**src/include/mul_consts.svh**
```systemverilog
`ifndef MUL_CONSTS_SVH
`define MUL_CONSTS_SVH

// Register map of the AXI4-Lite slave
`define MUL_ADDR_W      5

`define MUL_REG_OPA     5'h00
`define MUL_REG_OPB     5'h04
`define MUL_REG_CTRL    5'h08
`define MUL_REG_STATUS  5'h0C
`define MUL_REG_RES_LO  5'h10
`define MUL_REG_RES_HI  5'h14

// Cycles from valid in to valid out of the multiplier
`define MUL_LATENCY     3

`endif

```
**src/rtl/mul_pkg.sv**
```systemverilog
`default_nettype none

package mul_pkg;

`include "mul_consts.svh"

    // Operand and bus data word
    typedef logic [31:0] word_t;

    // Full product, also used for carry-save rows
    typedef logic [63:0] prod_t;

    typedef logic [`MUL_ADDR_W-1:0] addr_t;

    // Controller FSM
    typedef enum logic [1:0] {
        ST_IDLE  = 2'd0,
        ST_ISSUE = 2'd1,
        ST_WAIT  = 2'd2
    } mul_state_e;

endpackage

`default_nettype wire

```
**src/rtl/axil_mul_regs.sv**
```systemverilog
`timescale 1ns/1ns
`default_nettype none

`include "mul_consts.svh"

module axil_mul_regs import mul_pkg::*; (
    input  logic        clk_i,
    input  logic        rst_i,
    input  addr_t       awaddr_i,
    input  logic        awvalid_i,
    output logic        awready_o,
    input  word_t       wdata_i,
    input  logic [3:0]  wstrb_i,
    input  logic        wvalid_i,
    output logic        wready_o,
    output logic [1:0]  bresp_o,
    output logic        bvalid_o,
    input  logic        bready_i,
    input  addr_t       araddr_i,
    input  logic        arvalid_i,
    output logic        arready_o,
    output word_t       rdata_o,
    output logic [1:0]  rresp_o,
    output logic        rvalid_o,
    input  logic        rready_i,
    output word_t       opa_o,
    output word_t       opb_o,
    output logic        start_o,
    input  logic        busy_i,
    input  logic        done_i,
    input  logic        prod_valid_i,
    input  prod_t       prod_i
);

    logic  wr_ready_q;
    logic  bvalid_q;
    logic  rd_ready_q;
    logic  rvalid_q;
    logic  wr_hs;
    logic  rd_hs;
    logic  start_q;
    word_t opa_q;
    word_t opb_q;
    word_t res_lo_q;
    word_t res_hi_q;
    word_t rd_word;
    word_t rdata_q;

    assign wr_hs = wr_ready_q & awvalid_i & wvalid_i;
    assign rd_hs = rd_ready_q & arvalid_i;

    // *************************************************************************
    // Handshakes
    // *************************************************************************
    always_ff @(posedge clk_i) begin
        if (rst_i) begin
            wr_ready_q <= 1'b0;
            bvalid_q   <= 1'b0;
            rd_ready_q <= 1'b0;
            rvalid_q   <= 1'b0;
        end else begin
            wr_ready_q <= !wr_ready_q && awvalid_i && wvalid_i && !bvalid_q;
            if (wr_hs) begin
                bvalid_q <= 1'b1;
            end else if (bready_i) begin
                bvalid_q <= 1'b0;
            end
            rd_ready_q <= !rd_ready_q && arvalid_i && !rvalid_q;
            if (rd_hs) begin
                rvalid_q <= 1'b1;
            end else if (rready_i) begin
                rvalid_q <= 1'b0;
            end
        end
    end

    // Register writes and product capture
    always_ff @(posedge clk_i) begin
        if (rst_i) begin
            opa_q    <= '0;
            opb_q    <= '0;
            res_lo_q <= '0;
            res_hi_q <= '0;
            start_q  <= 1'b0;
        end else begin
            start_q <= wr_hs && (awaddr_i == `MUL_REG_CTRL) && wdata_i[0];
            if (wr_hs && awaddr_i == `MUL_REG_OPA) begin
                opa_q <= wdata_i;
            end
            if (wr_hs && awaddr_i == `MUL_REG_OPB) begin
                opb_q <= wdata_i;
            end
            if (prod_valid_i) begin
                res_lo_q <= prod_i[31:0];
                res_hi_q <= prod_i[63:32];
            end
        end
    end

    // *************************************************************************
    // Read path
    // *************************************************************************
    always_comb begin
        case (araddr_i)
            `MUL_REG_OPA:    rd_word = opa_q;
            `MUL_REG_OPB:    rd_word = opb_q;
            `MUL_REG_STATUS: rd_word = {30'd0, done_i, busy_i};
            `MUL_REG_RES_LO: rd_word = res_lo_q;
            `MUL_REG_RES_HI: rd_word = res_hi_q;
            default:         rd_word = '0;
        endcase
    end

    always_ff @(posedge clk_i) begin
        if (rd_hs) begin
            rdata_q <= rd_word;
        end
    end

    assign awready_o = wr_ready_q;
    assign wready_o  = wr_ready_q;
    assign bresp_o   = 2'b00;
    assign bvalid_o  = bvalid_q;
    assign arready_o = rd_ready_q;
    assign rdata_o   = rdata_q;
    assign rresp_o   = 2'b00;
    assign rvalid_o  = rvalid_q;
    assign opa_o     = opa_q;
    assign opb_o     = opb_q;
    assign start_o   = start_q;

    a_bvalid_hold: assert property (@(posedge clk_i) disable iff (rst_i)
        bvalid_o && !bready_i |=> bvalid_o)
        else $error("bvalid dropped before bready");

    a_rvalid_hold: assert property (@(posedge clk_i) disable iff (rst_i)
        rvalid_o && !rready_i |=> rvalid_o && $stable(rdata_o))
        else $error("rvalid or rdata changed before rready");

endmodule

`default_nettype wire

```
**src/rtl/bk_adder32.sv**
```systemverilog
`timescale 1ns/1ns
`default_nettype none

module bk_adder32 import mul_pkg::*; (
    input  word_t a_i,
    input  word_t b_i,
    input  logic  carry_i,
    output word_t sum_o,
    output logic  carry_o
);

    word_t prop;
    word_t grp_g;
    word_t grp_p;

    assign prop = a_i ^ b_i;

    always_comb begin
        grp_g = a_i & b_i;
        grp_p = prop;
        // Fold the carry in into bit 0
        grp_g[0] = grp_g[0] | (prop[0] & carry_i);

        // Up-sweep
        for (int d = 1; d < 32; d = d * 2) begin
            for (int i = d; i < 32; i++) begin
                if ((i + 1) % (2 * d) == 0) begin
                    grp_g[i] = grp_g[i] | (grp_p[i] & grp_g[i - d]);
                    grp_p[i] = grp_p[i] & grp_p[i - d];
                end
            end
        end

        // Down-sweep fills the remaining positions
        for (int d = 8; d >= 1; d = d / 2) begin
            for (int i = 2 * d; i < 32; i++) begin
                if ((i + 1) % (2 * d) == d) begin
                    grp_g[i] = grp_g[i] | (grp_p[i] & grp_g[i - d]);
                end
            end
        end
    end

    assign sum_o   = prop ^ {grp_g[30:0], carry_i};
    assign carry_o = grp_g[31];

endmodule

`default_nettype wire

```
**src/rtl/mul_ctrl.sv**
```systemverilog
`timescale 1ns/1ns
`default_nettype none

module mul_ctrl import mul_pkg::*; (
    input  logic clk_i,
    input  logic rst_i,
    input  logic start_i,
    input  logic prod_valid_i,
    output logic issue_o,
    output logic busy_o,
    output logic done_o
);

    mul_state_e state_q;
    mul_state_e state_d;
    logic       done_q;

    always_comb begin
        state_d = state_q;
        case (state_q)
            ST_IDLE:  if (start_i) state_d = ST_ISSUE;
            ST_ISSUE: state_d = ST_WAIT;
            ST_WAIT:  if (prod_valid_i) state_d = ST_IDLE;
            default:  state_d = ST_IDLE;
        endcase
    end

    always_ff @(posedge clk_i) begin
        if (rst_i) begin
            state_q <= ST_IDLE;
            done_q  <= 1'b0;
        end else begin
            state_q <= state_d;
            // Sticky until the next accepted start
            if (state_q == ST_IDLE && start_i) begin
                done_q <= 1'b0;
            end else if (state_q == ST_WAIT && prod_valid_i) begin
                done_q <= 1'b1;
            end
        end
    end

    assign issue_o = (state_q == ST_ISSUE);
    assign busy_o  = (state_q != ST_IDLE);
    assign done_o  = done_q;

    a_issue_single: assert property (@(posedge clk_i) disable iff (rst_i)
        issue_o |=> !issue_o)
        else $error("issue held for more than one cycle");

    a_prod_in_wait: assert property (@(posedge clk_i) disable iff (rst_i)
        prod_valid_i |-> state_q == ST_WAIT)
        else $error("product arrived outside the wait state");

endmodule

`default_nettype wire

```
**src/rtl/mul_periph_top.sv**
```systemverilog
`timescale 1ns/1ns
`default_nettype none

module mul_periph_top import mul_pkg::*; (
    input  logic        clk_i,
    input  logic        rst_i,
    input  addr_t       awaddr_i,
    input  logic        awvalid_i,
    output logic        awready_o,
    input  word_t       wdata_i,
    input  logic [3:0]  wstrb_i,
    input  logic        wvalid_i,
    output logic        wready_o,
    output logic [1:0]  bresp_o,
    output logic        bvalid_o,
    input  logic        bready_i,
    input  addr_t       araddr_i,
    input  logic        arvalid_i,
    output logic        arready_o,
    output word_t       rdata_o,
    output logic [1:0]  rresp_o,
    output logic        rvalid_o,
    input  logic        rready_i
);

    word_t opa;
    word_t opb;
    logic  start;
    logic  issue;
    logic  busy;
    logic  done;
    logic  prod_valid;
    prod_t prod;

    axil_mul_regs i_axil_mul_regs (
        .clk_i, .rst_i,
        .awaddr_i, .awvalid_i, .awready_o,
        .wdata_i, .wstrb_i, .wvalid_i, .wready_o,
        .bresp_o, .bvalid_o, .bready_i,
        .araddr_i, .arvalid_i, .arready_o,
        .rdata_o, .rresp_o, .rvalid_o, .rready_i,
        .opa_o        (opa),
        .opb_o        (opb),
        .start_o      (start),
        .busy_i       (busy),
        .done_i       (done),
        .prod_valid_i (prod_valid),
        .prod_i       (prod)
    );

    mul_ctrl i_mul_ctrl (
        .clk_i, .rst_i,
        .start_i      (start),
        .prod_valid_i (prod_valid),
        .issue_o      (issue),
        .busy_o       (busy),
        .done_o       (done)
    );

    wallace_mul32 i_wallace_mul32 (
        .clk_i, .rst_i,
        .opa_i   (opa),
        .opb_i   (opb),
        .valid_i (issue),
        .prod_o  (prod),
        .valid_o (prod_valid)
    );

endmodule

`default_nettype wire

```
**src/rtl/wallace_mul32.sv**
```systemverilog
`timescale 1ns/1ns
`default_nettype none

`include "mul_consts.svh"

module wallace_mul32 import mul_pkg::*; (
    input  logic  clk_i,
    input  logic  rst_i,
    input  word_t opa_i,
    input  word_t opb_i,
    input  logic  valid_i,
    output prod_t prod_o,
    output logic  valid_o
);

    typedef prod_t row_arr_t [32];

    // One level of 3:2 compressors over the first n rows.
    // Leftover rows pass through behind the compressed ones
    function automatic row_arr_t csa_level(row_arr_t rows, int n);
        row_arr_t res;
        int groups;
        groups = n / 3;
        res = '{default: '0};
        for (int g = 0; g < 10; g++) begin
            if (g < groups) begin
                res[2 * g] = rows[3 * g] ^ rows[3 * g + 1] ^ rows[3 * g + 2];
                res[2 * g + 1] = ((rows[3 * g] & rows[3 * g + 1])
                                | (rows[3 * g] & rows[3 * g + 2])
                                | (rows[3 * g + 1] & rows[3 * g + 2])) << 1;
            end
        end
        for (int r = 0; r < 2; r++) begin
            if (r < n % 3) begin
                res[2 * groups + r] = rows[3 * groups + r];
            end
        end
        return res;
    endfunction

    // *************************************************************************
    // Stage 0: magnitudes, partial products, two compressor levels
    // *************************************************************************
    word_t    opa_mag;
    word_t    opb_mag;
    row_arr_t s0_tree;
    prod_t    s0_rows [15];
    logic     s0_neg;
    logic     s0_valid;

    always_comb begin
        opa_mag = opa_i[31] ? (~opa_i + 32'd1) : opa_i;
        opb_mag = opb_i[31] ? (~opb_i + 32'd1) : opb_i;
        for (int i = 0; i < 32; i++) begin
            s0_tree[i] = opb_mag[i] ? (prod_t'(opa_mag) << i) : '0;
        end
        // 32 -> 22 -> 15 rows
        s0_tree = csa_level(s0_tree, 32);
        s0_tree = csa_level(s0_tree, 22);
    end

    always_ff @(posedge clk_i) begin
        for (int i = 0; i < 15; i++) begin
            s0_rows[i] <= s0_tree[i];
        end
        s0_neg <= opa_i[31] ^ opb_i[31];
    end

    // *************************************************************************
    // Stage 1: reduce to one sum row and one carry row
    // *************************************************************************
    row_arr_t s1_tree;
    prod_t    s1_sum;
    prod_t    s1_carry;
    logic     s1_neg;
    logic     s1_valid;

    always_comb begin
        s1_tree = '{default: '0};
        for (int i = 0; i < 15; i++) begin
            s1_tree[i] = s0_rows[i];
        end
        // 15 -> 10 -> 7 -> 5 -> 4 -> 3 -> 2 rows
        s1_tree = csa_level(s1_tree, 15);
        s1_tree = csa_level(s1_tree, 10);
        s1_tree = csa_level(s1_tree, 7);
        s1_tree = csa_level(s1_tree, 5);
        s1_tree = csa_level(s1_tree, 4);
        s1_tree = csa_level(s1_tree, 3);
    end

    always_ff @(posedge clk_i) begin
        s1_sum   <= s1_tree[0];
        s1_carry <= s1_tree[1];
        s1_neg   <= s0_neg;
    end

    // *************************************************************************
    // Stage 2: carry-propagate add and sign correction
    // *************************************************************************
    prod_t mag_sum;
    logic  mid_carry;
    prod_t prod_q;
    logic  valid_q;

    bk_adder32 i_add_lo (
        .a_i     (s1_sum[31:0]),
        .b_i     (s1_carry[31:0]),
        .carry_i (1'b0),
        .sum_o   (mag_sum[31:0]),
        .carry_o (mid_carry)
    );

    bk_adder32 i_add_hi (
        .a_i     (s1_sum[63:32]),
        .b_i     (s1_carry[63:32]),
        .carry_i (mid_carry),
        .sum_o   (mag_sum[63:32]),
        .carry_o ()
    );

    always_ff @(posedge clk_i) begin
        prod_q <= s1_neg ? (~mag_sum + 64'd1) : mag_sum;
    end

    always_ff @(posedge clk_i) begin
        if (rst_i) begin
            s0_valid <= 1'b0;
            s1_valid <= 1'b0;
            valid_q  <= 1'b0;
        end else begin
            s0_valid <= valid_i;
            s1_valid <= s0_valid;
            valid_q  <= s1_valid;
        end
    end

    assign prod_o  = prod_q;
    assign valid_o = valid_q;

    a_latency: assert property (@(posedge clk_i) disable iff (rst_i)
        valid_o == $past(valid_i, `MUL_LATENCY))
        else $error("multiplier valid out does not follow valid in");

    a_prod_known: assert property (@(posedge clk_i) disable iff (rst_i)
        valid_o |-> !$isunknown(prod_o))
        else $error("multiplier product unknown while valid");

endmodule

`default_nettype wire

```
**config.mk**
```make
export PLATFORM = sky130hd
export DESIGN_NAME = mul_periph_top
export DESIGN_NICKNAME = d
export VERILOG_FILES = /design/src/rtl/mul_pkg.sv /design/src/rtl/axil_mul_regs.sv /design/src/rtl/bk_adder32.sv /design/src/rtl/mul_ctrl.sv /design/src/rtl/mul_periph_top.sv /design/src/rtl/wallace_mul32.sv
export VERILOG_INCLUDE_DIRS = /design/src /design/src/include
export SDC_FILE = /design/constraint.sdc
export NUM_CORES = 2
export LEC_CHECK = 0
export ABC_AREA = 0
export BUFFER_PORTS_ARGS = -buffer_cell sky130_fd_sc_hd__buf_2
export CAP_MARGIN = 20
export CORE_MARGIN = 2
export CORE_UTILIZATION = 61
export DETAILED_ROUTE_END_ITERATION = 10
export GPL_ROUTABILITY_DRIVEN = 0
export PLACE_DENSITY_LB_ADDON = 0.08
export SYNTH_ARGS = -nofsm -noshare
export SYNTH_HDL_FRONTEND = slang
export SYNTH_SLANG_ARGS = --single-unit
```
**constraint.sdc**
```tcl
create_clock -name clk_i -period 12.2 [get_ports clk_i]
set_input_delay 2.44 -clock clk_i [delete_from_list [all_inputs] [get_ports clk_i]]
set_output_delay 2.44 -clock clk_i [all_outputs]
set_load 0.01 [all_outputs]
```
==> flow_metrics.tcl <==
set metrics [dict create \
    status "finished, final reports clean" \
    power_mw 5.971 \
    cp_common_cell "fa_1" \
    area_growth_pct 11.01 \
    ir_worst_vdd_mv 0.1165 \
    cts-resized-gates 0 \
    cts_htree_levels 3 \
    rr_worst_depth 23 \
    numCtsBuffers 95 \
    drc 0 \
    fin_crit_ns 6.751 \
    synth_top_area_share_pct 35.18 \
    cp-end-kind "flip-flop" \
    ys_types 65 \
    setup_violations 0 \
    synth_commonest_cells "fa_1 (934), dfxtp_1 (836), nor2_1 (836)" \
    cts_tree "built" \
    achievable-frequency_ghz 0.1481 \
    viasPerCell 5.588 \
    rsz0062_at_grt "no" \
    synth-main-ff-cell "dfxtp_1" \
    finalSetupTns_ns 0 \
    grt_start_max_net_pins 75 \
    hold_depth 0 \
    leakagePower_nw 27.30 \
    crit_path_start_kind "flip-flop" \
    powerDensity_nw_per_um2 101.2 \
    syn_inst 4950 \
    clock_skew_ns 0.02416 \
    crit_slowest_cell "fa_1" \
    die_h_um 299.2 \
    worstMarginPinSlew_ns 1.164 \
    vias 34660 \
    antenna_found_initial 2 \
    netlist_area_um2 53150 \
    finalMaxSlewViolations 0 \
    hp-class "flip-flop to flip-flop" \
    core.rowCount 108 \
    start_util_pct 61.37 \
    ys_seq_elements 868 \
    critPathArrivalTime_ns 7.34 \
    post_drt_wl_per_cell_um 23.48 \
    cts_sinks 868 \
    crit_chain "ha_1 -> a21o_1 -> a21oi_1 -> o21ai_0 -> a41o_1 -> a31oi_1 -> a211o_1 -> o21a_1 -> fa_1 -> fa_1 -> nor2b_1 -> o31ai_1 -> a31o_2 -> o22ai_1 -> nor2_1 -> fa_1 -> inv_1 -> or2_2 -> or4_1 -> or3_1 -> or3_1 -> o31ai_1 -> xnor2_1" \
    critical_path_required_ns 12.79 \
    grt_first_pass_wirelength_um 225100 \
    synth-edff-count 32 \
    cts_root_buffer "clkbuf_16" \
    utilization_pct 68.12 \
    async_reset_ff_share_pct 0 \
    die_area_um2 89510 \
    yosys-top-cells-area "fa_1 (35%), dfxtp_1 (31%), nor2_1 (5.9%)" \
    yosys_warnings 0 \
    yosysMostFrequentCell "fa_1" \
    drt-initial-drc-count 2573 \
    first_pass_iters 5 \
    nNetsFinal 6173 \
    clk_pin_slew_worst_paths_ns 0.06 \
    clk_path_buf_depth 3 \
    grt_overflow 0 \
    track_usage_pct 34.09 \
    ioPinCount 94 \
    syn_area_per_cell_um2 10.74 \
    coreArea_um2 86620 \
    io_buffers 85 \
    drive_above_1_share_pct 9.035 \
    cpPeakStageDelay_ns 0.55 \
    cts_hold_buf 0 \
    critPathKind "flip-flop to flip-flop" \
    min_period_over_period_pct 55.33 \
    slew_headroom_pct 21.99 \
    postCtsSetupRepairBufs 0 \
    crit_fanout 6 \
    place.detailed.hpwl_um 102000 \
    wl_um 145600 \
    antenna_left 0 \
    rrSetupSlack_ns 5.45 \
    first_global_vias 37480 \
    yosysTopAreaCell "fa_1" \
    yosysSeqAreaShare_pct 33.29 \
    die_w_um 299.2 \
    hold_violations 0 \
    hold_ws_ns 0.3260 \
    clk_latency_ns 0.67 \
    maxCapViolations 0 \
]
## worst max-delay path, delay by kind of cell (launching register included)
family	cells	cell delay, ns
AO/OA/AOI/OAI	11	2.54
AND/OR/NAND/NOR	6	1.97
adder cells (fa/ha/maj)	4	1.63
flip-flops	1	0.31
XOR/XNOR	1	0.15
buffers and inverters	1	0.08
## final cells by class
class	count	area, µm²
multi-input cells	3136	32810
fillers	6598	27610
flip-flops and latches	868	17700
clock buffers	130	2740
inverters	711	2669
well taps	1155	1445
repair buffers	160	1051
clock inverters	42	583.1
diodes	1	2.502
## metal layers
layer | vias up | wire length, µm | GRT usage (%)
li1 | 14930 | - | -
met1 | 17920 | 58460 | 46.06
met2 | 1471 | 67800 | 54.59
met3 | 333 | 12420 | 6.530
met4 | 0 | 6942 | 14.39
met5 | - | 0 | 0
## stage by stage
step	area [µm²]	setup slack, ns	instances
after CTS	58910	5.479	6198
after floorplan	53160	6.360	4953
after global routing	59000	5.034	6202
final	59010	5.449	6203
after global placement	55590	5.567	6026
after detailed placement	55590	5.518	6026
## state kept, by name (all words and copies together), names as in the netlist, 2 cells and up
register / count
i_axil_mul_regs.rdata_o: 32
i_wallace_mul32.prod_o: 64
i_axil_mul_regs.opb_o: 32
i_axil_mul_regs.res_hi_q: 32
i_wallace_mul32.s0_rows: 513
i_wallace_mul32.s1_carry: 55
i_mul_ctrl.state_q: 2
i_wallace_mul32.s1_sum: 63
i_axil_mul_regs.res_lo_q: 32
i_axil_mul_regs.opa_o: 32
## where the power goes
part,internal (mW),leakage (nW),switching [mW]
Combinational,0.0143,18.6,0.0287
Sequential,2.85,7.04,0.00120
Clock,1.85,1.64,1.23
Total,4.71,27.3,1.26
## final timing paths
kind	startpoint	endpoint
worst max register to register	i_wallace_mul32.s1_sum[10]$_DFF_P_	i_wallace_mul32.prod_o[61]$_DFF_P_
worst max-delay path	i_wallace_mul32.s1_sum[10]$_DFF_P_	i_wallace_mul32.prod_o[61]$_DFF_P_
worst min register to register	i_wallace_mul32.s0_neg$_DFF_P_	i_wallace_mul32.s1_neg$_DFF_P_
worst min-delay path	i_wallace_mul32.s0_neg$_DFF_P_	i_wallace_mul32.s1_neg$_DFF_P_
## layout by cell type (no fill, tap or decap), drive strengths merged, types with 13 or more instances in the layout
master / Yosys / layout
nand2: 435 / 435
mux4: 32 / 32
dfxtp: 836 / 836
or3: 19 / 19
or4: 14 / 14
a21oi: 95 / 95
nand3: 19 / 19
o31ai: 24 / 24
edfxtp: 32 / 32
mux2i: 67 / 67
xnor2: 86 / 86
fa: 934 / 934
ha: 214 / 214
bufinv: 0 / 13
nand2b: 21 / 21
inv: 710 / 715
clkbuf: 207 / 130
a21o: 18 / 18
buf: 31 / 160
and2: 47 / 47
o21ai: 51 / 51
nor3: 19 / 19
nor2b: 30 / 30
xor2: 89 / 89
nor2: 836 / 836
clkinv: 1 / 21
## kinds of logic (layout without fill, tap and decap cells)
kind of cell | after synthesis | in the layout | share of synthesized area [%]
flops | 868 | 868 | 33.29
compound gates | 232 | 232 | 2.693
buf+inv | 949 | 1043 | 6.817
other cells | 1 | 5 | 0.007055
fa+ha+maj | 1148 | 1148 | 40.21
xor+xnor | 175 | 175 | 2.884
mux | 99 | 99 | 2.618
simple gates | 1478 | 1478 | 11.47
No activity file was read; power rests on OpenSTA's default activity.
